===== src/verilog/rv_fe_pkg.sv =====
`default_nettype none

package rv_fe_pkg;

  // Address width
  localparam int XLEN = 32;

  // First PC issued out of reset
  localparam logic [XLEN-1:0] RESET_PC = 32'h0000_1000;

  // Fixed instruction size, no compressed support
  localparam logic [XLEN-1:0] INSN_BYTES = 32'd4;

  // PC source chosen by the arbiter
  typedef enum logic [1:0] {
    PC_SEL_SEQ      = 2'd0,
    PC_SEL_PRED     = 2'd1,
    PC_SEL_REDIRECT = 2'd2
  } pc_sel_e;

  // Issued PC and its computed successor
  typedef struct packed {
    logic [XLEN-1:0] pc;
    logic [XLEN-1:0] pc_next;
  } pc_pair_t;

  // Prediction metadata that rides along with each PC
  typedef struct packed {
    logic            redir_pending;
    logic            btb_hit;
    logic            btb_taken;
    logic            btb_is_return;
    logic            ras_valid;
    logic [XLEN-1:0] btb_tgt;
    logic [XLEN-1:0] ras_tgt;
  } pred_meta_t;

endpackage

`default_nettype wire


===== src/verilog/rv_pc_sel_if.sv =====
`timescale 1ns/100ps
`default_nettype none

// Arbiter decision, all combinational
interface rv_pc_sel_if;

  // Which source feeds the next PC
  rv_fe_pkg::pc_sel_e sel;

  // Misprediction target from execute
  logic [rv_fe_pkg::XLEN-1:0] redir_tgt;

  // Target of whichever prediction won
  logic [rv_fe_pkg::XLEN-1:0] pred_tgt;

  // Prediction came from BTB or RAS, not decode
  logic early_pred;

  modport arb (
    output sel,
    output redir_tgt,
    output pred_tgt,
    output early_pred
  );

  modport stage (
    input sel,
    input redir_tgt,
    input pred_tgt,
    input early_pred
  );

endinterface

`default_nettype wire


===== src/verilog/rv_pipe_ctrl.sv =====
`timescale 1ns/100ps
`default_nettype none

// Valid tracking for a source stage that always has data
module rv_pipe_ctrl (
  input  logic clk,
  input  logic rst_n,
  input  logic ready_i,
  output logic valid_o,
  output logic advance_o
);

  logic valid_q;

  // Register is free when empty or being drained this cycle
  assign advance_o = !valid_q || ready_i;

  // Source never runs dry so valid only drops on reset
  always_ff @(posedge clk) begin
    if (!rst_n) begin
      valid_q <= 1'b0;
    end else if (advance_o) begin
      valid_q <= 1'b1;
    end
  end

  assign valid_o = valid_q;

endmodule

`default_nettype wire


===== src/verilog/rv_pipe_reg.sv =====
`timescale 1ns/100ps
`default_nettype none

// One-deep pipeline register, payload type set per instance
module rv_pipe_reg #(
  parameter type payload_t = logic
) (
  input  logic     clk,
  input  logic     rst_n,
  input  logic     advance_i,
  input  payload_t data_i,
  output payload_t data_o
);

  payload_t data_q;

  // Load on advance, otherwise hold for back-pressure
  always_ff @(posedge clk) begin
    if (!rst_n) begin
      data_q <= '0;
    end else if (advance_i) begin
      data_q <= data_i;
    end
  end

  assign data_o = data_q;

endmodule

`default_nettype wire


===== src/verilog/rv_pc_arb.sv =====
`timescale 1ns/100ps
`default_nettype none

// Ranks the PC sources for the next fetch
module rv_pc_arb (
  input  logic                       redirect_i,
  input  logic [rv_fe_pkg::XLEN-1:0] redirect_tgt_i,
  input  logic                       late_pred_i,
  input  logic [rv_fe_pkg::XLEN-1:0] late_pred_tgt_i,
  input  logic                       btb_hit_i,
  input  logic                       btb_taken_i,
  input  logic [rv_fe_pkg::XLEN-1:0] btb_tgt_i,
  input  logic                       btb_is_return_i,
  input  logic                       ras_valid_i,
  input  logic [rv_fe_pkg::XLEN-1:0] ras_tgt_i,
  rv_pc_sel_if.arb                   sel
);

  logic ras_hit;
  logic btb_taken_hit;

  // Return instruction with a usable RAS entry
  assign ras_hit = btb_hit_i && btb_is_return_i && ras_valid_i;

  // Ordinary taken branch out of the BTB
  assign btb_taken_hit = btb_hit_i && btb_taken_i;

  // Redirect target passes through untouched and the stage picks it by sel
  assign sel.redir_tgt = redirect_tgt_i;

  always_comb begin
    sel.sel        = rv_fe_pkg::PC_SEL_SEQ;
    sel.pred_tgt   = late_pred_tgt_i;
    sel.early_pred = 1'b0;

    if (redirect_i) begin
      // Execute overrides every prediction
      sel.sel = rv_fe_pkg::PC_SEL_REDIRECT;
    end else if (late_pred_i) begin
      // Decode caught it after the sequential fetch went out
      sel.sel = rv_fe_pkg::PC_SEL_PRED;
    end else if (ras_hit) begin
      sel.sel        = rv_fe_pkg::PC_SEL_PRED;
      sel.pred_tgt   = ras_tgt_i;
      sel.early_pred = 1'b1;
    end else if (btb_taken_hit) begin
      sel.sel        = rv_fe_pkg::PC_SEL_PRED;
      sel.pred_tgt   = btb_tgt_i;
      sel.early_pred = 1'b1;
    end
  end

endmodule

`default_nettype wire


===== src/verilog/rv_stage_pc.sv =====
`timescale 1ns/100ps
`default_nettype none

// PC register and registered issue to fetch
module rv_stage_pc (
  input  logic                       clk,
  input  logic                       rst_n,
  rv_pc_sel_if.stage                 sel,
  input  logic                       btb_hit_i,
  input  logic                       btb_taken_i,
  input  logic [rv_fe_pkg::XLEN-1:0] btb_tgt_i,
  input  logic                       btb_is_return_i,
  input  logic                       ras_valid_i,
  input  logic [rv_fe_pkg::XLEN-1:0] ras_tgt_i,
  input  logic                       ready_i,
  output logic                       valid_o,
  output logic [rv_fe_pkg::XLEN-1:0] pc_lookup_o,
  output rv_fe_pkg::pc_pair_t        pcs_o,
  output rv_fe_pkg::pred_meta_t      meta_o
);

  logic [rv_fe_pkg::XLEN-1:0] pc_q;
  logic [rv_fe_pkg::XLEN-1:0] pc_next;
  logic                       advance;
  logic                       redir_pending;
  rv_fe_pkg::pc_pair_t        pcs_d;
  rv_fe_pkg::pred_meta_t      meta_d;

  // Next PC from the arbiter's choice
  always_comb begin
    case (sel.sel)
      rv_fe_pkg::PC_SEL_REDIRECT: pc_next = sel.redir_tgt;
      rv_fe_pkg::PC_SEL_PRED:     pc_next = sel.pred_tgt;
      default:                    pc_next = pc_q + rv_fe_pkg::INSN_BYTES;
    endcase
  end

  // PC moves only when the output register takes the current one
  always_ff @(posedge clk) begin
    if (!rst_n) begin
      pc_q <= rv_fe_pkg::RESET_PC;
    end else if (advance) begin
      pc_q <= pc_next;
    end
  end

  // Raw PC goes straight out for the BTB and RAS lookup
  assign pc_lookup_o = pc_q;

  // Redirects and decode predictions leave a wrong-path fetch behind
  // BTB and RAS hits redirect before the sequential fetch happens
  assign redir_pending = (sel.sel == rv_fe_pkg::PC_SEL_REDIRECT) ||
                         (sel.sel == rv_fe_pkg::PC_SEL_PRED && !sel.early_pred);

  // Output register contents
  always_comb begin
    pcs_d.pc             = pc_q;
    pcs_d.pc_next        = pc_next;
    meta_d.redir_pending = redir_pending;
    meta_d.btb_hit       = btb_hit_i;
    meta_d.btb_taken     = btb_taken_i;
    meta_d.btb_is_return = btb_is_return_i;
    meta_d.ras_valid     = ras_valid_i;
    meta_d.btb_tgt       = btb_tgt_i;
    meta_d.ras_tgt       = ras_tgt_i;
  end

  // Handshake with fetch
  rv_pipe_ctrl u_pipe_ctrl (
    .clk      (clk),
    .rst_n    (rst_n),
    .ready_i  (ready_i),
    .valid_o  (valid_o),
    .advance_o(advance)
  );

  // PC pair register
  rv_pipe_reg #(
    .payload_t(rv_fe_pkg::pc_pair_t)
  ) u_pcs_reg (
    .clk      (clk),
    .rst_n    (rst_n),
    .advance_i(advance),
    .data_i   (pcs_d),
    .data_o   (pcs_o)
  );

  // Metadata register, same enable keeps it aligned with its PC
  rv_pipe_reg #(
    .payload_t(rv_fe_pkg::pred_meta_t)
  ) u_meta_reg (
    .clk      (clk),
    .rst_n    (rst_n),
    .advance_i(advance),
    .data_i   (meta_d),
    .data_o   (meta_o)
  );

  // Stalled entry must not change under fetch
  a_pcs_stable : assert property (
    @(posedge clk) disable iff (!rst_n)
    valid_o && !ready_i |=> $stable(pcs_o)
  );

  a_meta_stable : assert property (
    @(posedge clk) disable iff (!rst_n)
    valid_o && !ready_i |=> $stable(meta_o)
  );

endmodule

`default_nettype wire


===== src/verilog/rv_fetch_front.sv =====
`timescale 1ns/100ps
`default_nettype none

// Fetch front end, arbiter plus PC stage
module rv_fetch_front (
  input  logic                       clk,
  input  logic                       rst_n,
  input  logic                       redirect_i,
  input  logic [rv_fe_pkg::XLEN-1:0] redirect_tgt_i,
  input  logic                       late_pred_i,
  input  logic [rv_fe_pkg::XLEN-1:0] late_pred_tgt_i,
  input  logic                       btb_hit_i,
  input  logic                       btb_taken_i,
  input  logic [rv_fe_pkg::XLEN-1:0] btb_tgt_i,
  input  logic                       btb_is_return_i,
  input  logic                       ras_valid_i,
  input  logic [rv_fe_pkg::XLEN-1:0] ras_tgt_i,
  input  logic                       ready_i,
  output logic                       valid_o,
  output logic [rv_fe_pkg::XLEN-1:0] pc_lookup_o,
  output logic [rv_fe_pkg::XLEN-1:0] pc_o,
  output logic [rv_fe_pkg::XLEN-1:0] pc_next_o,
  output logic                       btb_hit_o,
  output logic                       btb_taken_o,
  output logic [rv_fe_pkg::XLEN-1:0] btb_tgt_o,
  output logic                       btb_is_return_o,
  output logic                       ras_valid_o,
  output logic [rv_fe_pkg::XLEN-1:0] ras_tgt_o,
  output logic                       redir_pending_o
);

  rv_fe_pkg::pc_pair_t   pcs;
  rv_fe_pkg::pred_meta_t meta;

  // Arbiter to stage, same cycle
  rv_pc_sel_if u_sel_if ();

  rv_pc_arb u_pc_arb (
    .redirect_i     (redirect_i),
    .redirect_tgt_i (redirect_tgt_i),
    .late_pred_i    (late_pred_i),
    .late_pred_tgt_i(late_pred_tgt_i),
    .btb_hit_i      (btb_hit_i),
    .btb_taken_i    (btb_taken_i),
    .btb_tgt_i      (btb_tgt_i),
    .btb_is_return_i(btb_is_return_i),
    .ras_valid_i    (ras_valid_i),
    .ras_tgt_i      (ras_tgt_i),
    .sel            (u_sel_if.arb)
  );

  rv_stage_pc u_stage_pc (
    .clk            (clk),
    .rst_n          (rst_n),
    .sel            (u_sel_if.stage),
    .btb_hit_i      (btb_hit_i),
    .btb_taken_i    (btb_taken_i),
    .btb_tgt_i      (btb_tgt_i),
    .btb_is_return_i(btb_is_return_i),
    .ras_valid_i    (ras_valid_i),
    .ras_tgt_i      (ras_tgt_i),
    .ready_i        (ready_i),
    .valid_o        (valid_o),
    .pc_lookup_o    (pc_lookup_o),
    .pcs_o          (pcs),
    .meta_o         (meta)
  );

  // Flatten registered structs onto plain ports
  assign pc_o            = pcs.pc;
  assign pc_next_o       = pcs.pc_next;
  assign redir_pending_o = meta.redir_pending;
  assign btb_hit_o       = meta.btb_hit;
  assign btb_taken_o     = meta.btb_taken;
  assign btb_is_return_o = meta.btb_is_return;
  assign ras_valid_o     = meta.ras_valid;
  assign btb_tgt_o       = meta.btb_tgt;
  assign ras_tgt_o       = meta.ras_tgt;

endmodule

`default_nettype wire


===== config.mk =====
export PLATFORM = sky130hd
export DESIGN_NAME = rv_fetch_front
export DESIGN_NICKNAME = d
export VERILOG_FILES = /design/src/verilog/rv_fe_pkg.sv /design/src/verilog/rv_pc_sel_if.sv /design/src/verilog/rv_pipe_ctrl.sv /design/src/verilog/rv_pipe_reg.sv /design/src/verilog/rv_pc_arb.sv /design/src/verilog/rv_stage_pc.sv /design/src/verilog/rv_fetch_front.sv
export SDC_FILE = /design/constraint.sdc
export NUM_CORES = 1
export LEC_CHECK = 0
export ABC_AREA = 0
export BUFFER_PORTS_ARGS = -buffer_cell sky130_fd_sc_hd__buf_2
export CORE_MARGIN = 5
export CORE_UTILIZATION = 30
export CTS_CLUSTER_DIAMETER = 120
export CTS_CLUSTER_SIZE = 40
export DETAILED_ROUTE_END_ITERATION = 10
export SETUP_SLACK_MARGIN = 0.5
export SLEW_MARGIN = 0
export SYNTH_ARGS = -nofsm -noshare
export SYNTH_HDL_FRONTEND = slang
export SYNTH_SLANG_ARGS = --single-unit
export TNS_END_PERCENT = 50

===== constraint.sdc =====
create_clock -name clk -period 5.7 [get_ports clk]
set_clock_uncertainty 0.1 [all_clocks]
set_input_delay 0.57 -clock clk [delete_from_list [all_inputs] [get_ports clk]]
set_output_delay 0.57 -clock clk [all_outputs]
set_load 0.02 [all_outputs]

# After elaboration in Yosys (flattened, before gate mapping)

Index checks and enable logic that the tools add are counted.

Flip-flop bits (word level): 166
Latch bits: 0
RAM bits: 0
ROM bits: 0
Input bits: 137
Output and inout bits: 166
Word-level logic and storage cells: 35
Memories kept: 0

Add/subtract/negate cells: 1
$mul: 0
Divide/modulo/power cells: 0
Order comparisons: 0
Equality and inequality tests: 2
Shift-type cells: 0
Muxes and demuxes: 13
Bitwise gates (word level): 0
Reductions and logical operators: 8

Operators with widths:

| operator                                       | number |
|---|---|
| two-way mux 32 bit                             | 4 |
| one-hot mux 32 bit (2 select lines)            | 1 |
| adder 32 x 3 -> 32 bit (second input constant) | 1 |
| two-way mux 2 bit                              | 3 |
| two-way mux 1 bit                              | 5 |
| logical AND 1 bit                              | 4 |
| == test 2 x 1 -> 1 bit (second input constant) | 1 |
| == test 2 bit (second input constant)          | 1 |
| logical NOT 1 bit                              | 2 |
| logical OR 1 bit                               | 2 |

# Logic depth before layout (Yosys ltp)

Gate-level depths: netlist of the first run.

Word-level depth: 8
Depth in mapped cells: 9
Mapped depth without buffers: 7

# By module

From an unflattened synthesis of the first run, not the netlist that was laid out.

Cell total of the unflattened synthesis: 945
Area total of the unflattened synthesis: 9,147.5 µm²

Modules (own cells, without submodules):

| module                              | times used | cells each | area an instance (µm²) | seq. area each (µm²) |
|---|---|---|---|---|
| rv_stage_pc                         | 1          | 406        | 2,974.1                | 640.6 |
| rv_pipe_reg (u_stage_pc.u_meta_reg) | 1          | 222        | 2,607.5                | 1,381.3 |
| rv_pipe_reg (u_stage_pc.u_pcs_reg)  | 1          | 206        | 2,451.1                | 1,281.2 |
| rv_pc_arb                           | 1          | 108        | 1,084.8                | 0.0 |
| rv_pipe_ctrl                        | 1          | 3          | 30.0                   | 20.0 |

# Worst setup path before layout of the first run

No wires, ideal clock.

Path kind: reg2reg
From: reg u_stage_pc.pc_q (netlist bit u_stage_pc.pc_lookup_o[2])
To: reg u_stage_pc.pc_q (netlist bit u_stage_pc.pc_lookup_o[30])
Library setup time: 0.136 ns
Arrival: 2.019 ns
Required time: 5.464 ns
Path slack: 3.445 ns
Stages on the path, launching flop included: 8
Path buffers: 0
Clock period less this slack: 2.255 ns
Path through: dfxtp_1 -> ha_1 -> nand3_1 -> or4_4 -> nor3_2 -> nand4_1 -> a21oi_1 -> a211oi_1

Word-level cells in the longest chain between the ends: 2

Ends and longest elaborated chain:

| item                                | RTL line          | RTL |
|---|---|---|
| start: declaration                  | rv_stage_pc.sv:22 | `logic [rv_fe_pkg::XLEN-1:0] pc_q;` |
| start signal: assignment            | rv_stage_pc.sv:41 | `pc_q <= rv_fe_pkg::RESET_PC;` |
| start signal: assignment            | rv_stage_pc.sv:43 | `pc_q <= pc_next;` |
| adder 32 x 3 -> 32 bit              | rv_stage_pc.sv:34 | `default: pc_next = pc_q + rv_fe_pkg::INSN_BYTES;` |
| one-hot mux 32 bit (2 select lines) | rv_stage_pc.sv:31 | `case (sel.sel)` |

Every way passes these cells.
A chain may end at the register's enable or synchronous reset.

# Final worst setup path of the first run

From: in btb_hit_i
To: reg u_stage_pc.pc_q (netlist bit u_stage_pc.pc_lookup_o[22])

Word-level cells in the longest chain between the ends: 7
Elaborated cells on any way between the ends: 14
Classes of those cells: eq/ne: 2; mux: 9; reduce/logical: 3

Ends and longest elaborated chain:

| item                                                           | RTL line                         | RTL |
|---|---|---|
| start: declaration                                             | rv_fetch_front.sv:12             | `input logic btb_hit_i,` |
| logical AND 1 bit (on tied branches)                           | rv_pc_arb.sv:26, rv_pc_arb.sv:23 |  |
| two-way mux 1 bit / logical AND 1 bit (equally long branches)  | rv_pc_arb.sv:46, rv_pc_arb.sv:23 |  |
| two-way mux 2 bit                                              | rv_pc_arb.sv:42                  | `end else if (ras_hit) begin` |
| two-way mux 2 bit                                              | rv_pc_arb.sv:39                  | `end else if (late_pred_i) begin` |
| two-way mux 2 bit                                              | rv_pc_arb.sv:36                  | `if (redirect_i) begin` |
| == test 2 x 1 -> 1 bit / == test 2 bit (equally long branches) | rv_stage_pc.sv:31                |  |
| one-hot mux 32 bit (2 select lines) *                          | rv_stage_pc.sv:31                |  |

Mark *: on every way between the ends. The rest lies on a longest branch, timed or not.

==> metrics.txt, run 1 <==
status complete, no violations; Max Cap Viol 0; cell taking the most area after synthesis dfxtp_1; I/O pin count 303; Die X 158 um; largest stage delay on the critical path 0.74 ns; Final Setup Violations 0; post_cts resized 0; Avg Synthesized Cell Area 7.55 um^2; Clock Sinks 135; first-pass GRT wire length 39.3 mm; slew margin rel. 0.351; top-count cell post-synth nand2_1; final period utilization 0.509; chip height 158 um; CTS max path bufs 2; count of input and output buffers 302; GR Overflow Total 0; Synth top cells by count nand2_1, dfxtp_1, a21oi_1, clkbuf_1, o21ai_0; RSZ-0062 raised after global routing false; Slowest cell on crit path nand3_1; layout cells sized above 1 0.320; Setup Buffers After CTS 0; top_reg_cell synth dfxtp_1; pwr dens 318 nW/um^2; CTS tree yes; Gate Count Post-Synth 865; Hold Violations, Final 0; Initial Utilization 0.302; GR Util met1 0.274; # fillers 2315; antenna violation net count after detailed routing 0; CP required 5.90 ns; Std-Cell Rows 54; Most Crowded Layer GR met2; peak supply drop 0.185 mV; H-tree levels 4; largest net degree at the start of global routing 78; met2 usage 0.330; initial antenna violation count 2; placer congestion estimate 0.835; synth unique cells 54; Slew Limit Fails 0; Critical Path AT 3.10 ns; worst skew pair latency 0.43 ns; Area contributors post-synth dfxtp_1, nand2_1, a21oi_1, a21boi_0, o21ai_0; setup total negative slack 0 ns; worst-path fanout max 16; CTS clock-pin slew for the worst setup and hold paths 0.06 ns; Worst Tran Pin Value 0.964 ns; Yosys reg bits 135; Post-CTS Hold Fix Bufs 0; Netlist Area Pre-Place 6530 um^2; Worst Setup End Kind flip-flop; Pleak 3.95 nW; Fmax 345 MHz; Critical path buffers and inverters 1; Top Family by Delay on Critical Path simple AND/OR/NAND/NOR gates; DRC viols 0; vias per inst 5.06; routed wire length 26.7 mm; EDFF count, synth 0; DR iter-0 viols 523; core area 21600 um^2; die area 24800 um^2; nets@finish 1235; Root Buffer clkbuf_16; most frequent cell on the critical path nand3_1; gr usage total 0.207; total CTS buffers 17; Post-synth ARST share 0; drt wl/cell 19.2 um; crit path time final 2.90 ns; via count 7040; met3 usage 0.0555; DR pass1 iterations 5; kind of critical path in2reg; Hold WC Path Type in2reg; yosys warns 0; syn_nets 1003; antenna diode count 0; post-synth top area share 0.414; total power 2.74 mW; register area share after synthesis 0.414; crit start category primary input; vias in the first global route 6583; Area Overhead vs Synth 31.9%; HPWL Detailed 19.7 mm; CP cell instances buf_2 > nand3_1 > nand3_1 > nand2_1 > a221o_1 > o21ai_0 > a21oi_1
## routing by layer
layer | wire length, um | up-vias
li1 | - | 3409
met3 | 2120 | 32
met2 | 12500 | 313
met5 | 14 | -
met4 | 431 | 4
met1 | 11600 | 3282
## worst register-to-register path: cells and delay by family (launching register included)
| kind | cells | cell delay, ns |
|---|---|---|
| AO/OA/AOI/OAI | 1 | 0.08 |
| adder cells (fa/ha/maj) | 1 | 0.30 |
| AND/OR/NAND/NOR | 4 | 1.49 |
| XOR/XNOR | 1 | 0.13 |
| flip-flops | 1 | 0.52 |
## where the power goes
group          switching [mW]  internal [mW]  total, mW
logic                   0.311          0.167      0.478
registers              0.0656           1.01       1.07
clock network           0.434          0.751       1.19
## cells by family after synthesis
family	count (synthesis)	share of synthesized area
buffers and inverters	108	0.0814
XOR/XNOR	11	0.0148
AND/OR/NAND/NOR	342	0.228
flip-flops	135	0.414
AO/OA/AOI/OAI	254	0.238
adder cells (fa/ha/maj)	1	0.00192
multiplexers	14	0.0215
## worst paths after layout
| check | from | to | slack [ns] | depth (start not counted) |
|---|---|---|---|---|
| worst max-delay path | btb_hit_i | u_stage_pc.pc_lookup_o[22]$_SDFFE_PN0P_ | 2.80 | 7 |
| worst min-delay path | ras_tgt_i[15] | u_stage_pc.u_meta_reg.data_o[15]$_SDFFE_PN0P_ | 0.30 | 3 |
| worst max register to register | u_stage_pc.pc_lookup_o[3]$_SDFFE_PN0P_ | u_stage_pc.pc_lookup_o[22]$_SDFFE_PN0P_ | 2.98 | 7 |
| worst min register to register | u_stage_pc.u_pcs_reg.data_o[42]$_SDFFE_PN0P_ | u_stage_pc.u_pcs_reg.data_o[42]$_SDFFE_PN0P_ | 0.35 | 2 |
## through the flow
| step | std cells | utilization | worst slack, ns | area, um^2 | hold slack, ns |
|---|---|---|---|---|---|
| CTS | 1390 | 0.398 | 2.77 | 8610 | 0.276 |
| detailed placement | 1358 | 0.369 | 2.32 | 7980 | 0.340 |
| global placement | 1358 | 0.369 | 2.30 | 7980 | 0.334 |
| finish | 1390 | 0.398 | 2.80 | 8610 | 0.298 |
| floorplan | 865 | - | 3.45 | 6530 | 0.430 |
| global route | 1390 | 0.398 | 2.57 | 8610 | 0.291 |
## cell usage in the layout (no fill, tap or decap), types with 10 or more instances in the layout
cell type	netlist	final
nor3_1	10	10
nand2_1	244	244
buf_2	5	302
dfxtp_1	135	135
a21boi_0	37	37
o21ai_0	50	50
a21oi_1	105	105
a221oi_1	15	15
nand3_1	18	18
mux2i_1	14	14
nand4_1	10	10
clkbuf_16	0	17
nor2_1	21	21
## cell type report
cell class	count	area, um^2	area share
Inverter	10	37.5	0.00436
Multi-Input combinational cell	622	3310	0.385
Tap cell	280	350	0.0407
Clock inverter	13	178	0.0206
Sequential cell	135	2700	0.314
Timing Repair Buffer	311	1580	0.183
Clock buffer	19	453	0.0526
## registers in the layout, indices dropped and copies added, names as in the netlist, named ones only
signal and flops:
u_stage_pc.pc_lookup_o 30, u_stage_pc.u_meta_reg.data_o 69, u_stage_pc.u_pcs_reg.data_o 33, u_stage_pc.u_pipe_ctrl.valid_o 1
Note: power is estimated with default switching activity, not from simulation.
==> run 2, diff against run 1 <==
Clock period 5.7 ns to 2.6 ns, I/O delays scaled along.
==> metrics.txt, run 2 (synthesized netlist as in run 1, its figures left out) <==
worst skew pair latency 0.42 ns; H-tree levels 4; vias in the first global route 6791; routed wire length 27.8 mm; pwr dens 671 nW/um^2; GR Overflow Total 0; via count 7342; total CTS buffers 17; Critical Path AT 2.29 ns; commonest non-fill, non-tap cells in the layout buf_2, nand2_1, dfxtp_1, a21oi_1, o21ai_0; Met1 Wirelength 12.0 mm; Root Buffer clkbuf_16; layout cells sized above 1 0.346; setup total negative slack 0 ns; Worst Setup End Kind flip-flop; Hold WC Path Type in2reg; Clock Sinks 135; max reg flops 69; Top Layer Used met5; chip height 158 um; crit path time final 2.05 ns; Std-Cell Rows 54; Slew Limit Fails 0; DR pass1 iterations 5; Initial Utilization 0.302; Area Overhead vs Synth 42.2%; placer congestion estimate 0.836; kind of critical path reg2reg; slew margin rel. 0.640; DR iter-0 viols 534; final period utilization 0.788; nets@finish 1293; initial antenna violation count 3; CP required 2.84 ns; gr usage total 0.212; Fmax 488 MHz; met3 wire length 2.18 mm; HPWL Detailed 21.2 mm; most common cell after layout, fill and taps aside buf_2; Max Cap Viol 0; CTS clock-pin slew for the worst setup and hold paths 0.06 ns; drt wl/cell 19.2 um; crit start category flip-flop; CTS max path bufs 2; status complete, no violations; CTS tree yes; RSZ-0062 raised after global routing true; vias per inst 5.07; I/O pin count 303; count of input and output buffers 302; met2 WL 13.0 mm; die area 24800 um^2; peak supply drop 0.414 mV; largest net degree at the start of global routing 69; Final Setup Violations 0; Pleak 4.27 nW; antenna violation net count after detailed routing 0; Die X 158 um; first-pass GRT wire length 40.3 mm; worst-path fanout max 5; Worst Tran Pin Value 0.534 ns; Final WS setup 0.550 ns; core area 21600 um^2; Hold Violations, Final 0; # fillers 2242; pre-CTS setup slack 0.396 ns; DRC viols 0
[run 2: cell count changes in the layout (fill, tap and decap cells not counted), moves of 3 or more]
cell | previous run | this run
clkinv_4 | 0 | 3
buf_12 | 0 | 4
dlygate4sd3_1 | 0 | 32
clkinv_2 | 4 | 1
dfxtp_1 | 135 | 119
dfxtp_2 | 0 | 6
dfxtp_4 | 0 | 10
buf_4 | 9 | 31
[run 2: repair_timing]
action,4_1_cts,5_1_grt
hold buffers,32,0
gates resized for setup,12,12
hold endpoints to repair,32,0
pin swaps,1,4
setup endpoints to repair,6,6
setup buffers,0,4
[run 2: per-stage QoR]
stage	instances	hold WS (ns)	utilization	instance area (um^2)	power, mW
after CTS	1444	0.0000547	0.426	9220	6.27
final	1449	0.00907	0.430	9290	6.23
after global placement	1380	0.335	0.380	8220	3.49
after detailed placement	1380	0.340	0.380	8220	3.50
after global routing	1449	0.00112	0.430	9290	6.48
after floorplan	865	0.250	-	6550	3.03
[run 2: layer usage]
layer  GRT usage  up-vias
met4      0.0651        4
met5           0        -
met1       0.278     3426
met3      0.0544       41
met2       0.345      325
li1            -     3546
[run 2: worst paths after layout]
path                                                start                                           end  slack [ns]  cells past startpoint
min                                          ras_tgt_i[4]  u_stage_pc.u_meta_reg.data_o[4]$_SDFFE_PN0P_       0.009                      3
min reg2reg  u_stage_pc.u_pcs_reg.data_o[39]$_SDFFE_PN0P_  u_stage_pc.u_pcs_reg.data_o[39]$_SDFFE_PN0P_        0.34                      2
max               u_stage_pc.pc_lookup_o[12]$_SDFFE_PN1P_       u_stage_pc.pc_lookup_o[27]$_SDFFE_PN0P_        0.55                      6
max reg2reg       u_stage_pc.pc_lookup_o[12]$_SDFFE_PN1P_       u_stage_pc.pc_lookup_o[27]$_SDFFE_PN0P_        0.55                      6
[run 2: final cells by class]
class / instances / area, um^2 / share of cell area
Sequential cell: 135 / 2750 / 0.296
Clock buffer: 18 / 439 / 0.0473
Antenna cell: 1 / 2.50 / 0.000269
Tap cell: 280 / 350 / 0.0377
Clock inverter: 14 / 221 / 0.0238
Multi-Input combinational cell: 622 / 3340 / 0.360
Inverter: 10 / 37.5 / 0.00404
Timing Repair Buffer: 369 / 2140 / 0.231
[run 2: worst max-delay path, stage by stage, from the launching register on]
cell and delay (ns):
dfxtp_2 0.38, nand4_2 0.17, or2_4 0.28, or4_4 0.55
o31ai_2 0.19, a21oi_1 0.11, nor3b_2 0.20
[run 2: report_power, final]
group          leakage [nW]  internal [mW]  switching, mW
Sequential             1.12           2.21          0.131
Combinational          2.83          0.429          0.723
Clock                 0.313           1.74          0.997
Total                  4.27           4.38           1.85
==> run 3, diff against run 2 <==
Clock period 2.6 ns to 1.95 ns, I/O delays scaled along.
==> metrics.txt, run 3 (synthesized netlist as in run 1, its figures left out) <==
Initial Utilization 0.302; worst hold slack 0.0216 ns; NetSw 2.69 mW; largest net degree at the start of global routing 55; I/O pin count 303; pre-CTS setup slack 0.0457 ns; pwr dens 739 nW/um^2; Int Pwr 6.03 mW; CP cell instances inv_1 > or3_4 > nor4_4 > xnor2_1 > o22ai_1 > and2_1; vias per inst 5.18; DR iter-0 viols 641; antenna diode count 0; Comb pwr share 0.243; Worst Setup End Kind flip-flop; vias in the first global route 7432; most common cell after layout, fill and taps aside buf_2; kind of critical path reg2reg; status finished, violations left; final period utilization 1.00; total CTS buffers 17; CP required 2.16 ns; Finished Layout Cells 1568; crit start category flip-flop; # fillers 1937; placer congestion estimate 0.890; count of input and output buffers 302; switching share of total power 0.308; peak supply drop 0.530 mV; CTS clock-pin slew for the worst setup and hold paths 0.07 ns; Max Cap Viol 0; via count 8115; worst-path fanout max 4; failing checks negative setup slack; Slew Limit Fails 0; CTS tree yes; DRC viols 0; Pleak 5.74 nW; slew margin rel. 0.581; largest stage delay on the critical path 0.47 ns; antenna violation net count after detailed routing 0; first-pass GRT wire length 42.6 mm; max reg flops 69; post-layout util 0.546; Std-Cell Rows 54; placed insts 1413; Hold WC Path Type in2reg; Final WS setup -0.00288 ns; Critical path buffers and inverters 1; routed wire length 31.8 mm; Top Family by Delay on Critical Path simple AND/OR/NAND/NOR gates; Worst Tran Pin Value 0.625 ns; GR Overflow Total 0; DR pass1 iterations 6; H-tree levels 4; layout cells sized above 1 0.525; Fmax 512 MHz; Final Setup Violations 1; Hold Violations, Final 0; die area 24800 um^2; Die X 158 um; Clock power frac 0.399; initial antenna violation count 4; RSZ-0062 raised after global routing true; gr usage total 0.222; worst skew pair latency 0.43 ns; nets@finish 1413; Flop pwr share 0.358; chip height 158 um; Slowest cell on crit path or3_4; HPWL Detailed 21.1 mm; crit path time final 1.95 ns; Clock Sinks 135; drt wl/cell 20.3 um; CTS max path bufs 2; Root Buffer clkbuf_16; Critical Path AT 2.17 ns; commonest non-fill, non-tap cells in the layout buf_2, nand2_1, dfxtp_1, buf_4, a21oi_1; Area Overhead vs Synth 80.6%; core area 21600 um^2
-- run 3: cell types whose count changed in the layout (fill, tap and decap cells not counted), sizes merged --
cell | previous run | this run
buf | 337 | 414
bufinv | 5 | 4
clkbuf | 18 | 27
clkinv | 4 | 3
clkinvlp | 3 | 2
diode | 1 | 0
dlygate4sd3 | 32 | 68
inv | 12 | 13
-- run 3: area by class of cell --
cell class                      instances  area (um^2)  area share
Clock buffer                           20          447      0.0379
Clock inverter                         12          174      0.0147
Inverter                               10         37.5     0.00318
Multi-Input combinational cell        622         4420       0.375
Sequential cell                       135         2780       0.235
Tap cell                              280          350      0.0297
Timing Repair Buffer                  489         3590       0.304
-- run 3: path summary, 6_finish.rpt --
path	start	to	slack [ns]	depth (start not counted)
setup / recovery	u_stage_pc.pc_lookup_o[6]$_SDFFE_PN0P_	u_stage_pc.pc_lookup_o[19]$_SDFFE_PN0P_	-0.003	6
hold / removal	redirect_tgt_i[21]	u_stage_pc.pc_lookup_o[21]$_SDFFE_PN0P_	0.02	3
setup reg to reg	u_stage_pc.pc_lookup_o[6]$_SDFFE_PN0P_	u_stage_pc.pc_lookup_o[19]$_SDFFE_PN0P_	-0.003	6
hold reg to reg	u_stage_pc.u_pcs_reg.data_o[43]$_SDFFE_PN0P_	u_stage_pc.u_pcs_reg.data_o[43]$_SDFFE_PN0P_	0.35	2
-- run 3: per-stage QoR --
step / area (um^2) / TNS (ns) / power, mW
6_report: 11800 / -0.00288 / 8.72
5_1_grt: 11800 / -0.197 / 9.04
4_1_cts: 10200 / 0 / 8.39
3_5_place_dp: 8630 / 0 / 4.74
3_3_place_gp: 8630 / 0 / 4.73
2_1_floorplan: 6810 / -0.0514 / 4.08
-- run 3: metal layers --
metal	vias up	routed length [um]	part of all wire	track usage
met4	8	1100	0.035	0.0737
met5	-	48	0.0015	0
met2	351	15600	0.49	0.369
met1	3885	12800	0.40	0.283
met3	75	2220	0.070	0.0533
li1	3796	-	-	-
-- run 3: power groups by stage --
stage / clock (mW) / sequential [mW] / combinational, mW
2_1_floorplan: 0 / 3.38 / 0.700
5_1_grt: 3.65 / 3.14 / 2.25
6_report: 3.48 / 3.12 / 2.12
3_5_place_dp: 0 / 3.14 / 1.61
4_1_cts: 3.54 / 3.07 / 1.77
3_3_place_gp: 0 / 3.13 / 1.60
-- run 3: worst register-to-register path: stages (launching register included) --
cell and delay [ns]:
dfxtp_4 0.39, inv_1 0.15, or3_4 0.47, nor4_4 0.31
xnor2_1 0.18, o22ai_1 0.10, and2_1 0.14
-- run 3: repair_timing --
item                                   CTS  global route
endpoints found under the hold margin   67             0
hold buffers                            68             0
gates resized for setup                 34           351
setup endpoints to repair              104           133
setup buffers                           19            26
pin swaps                               27           151
gates cloned                             1             9
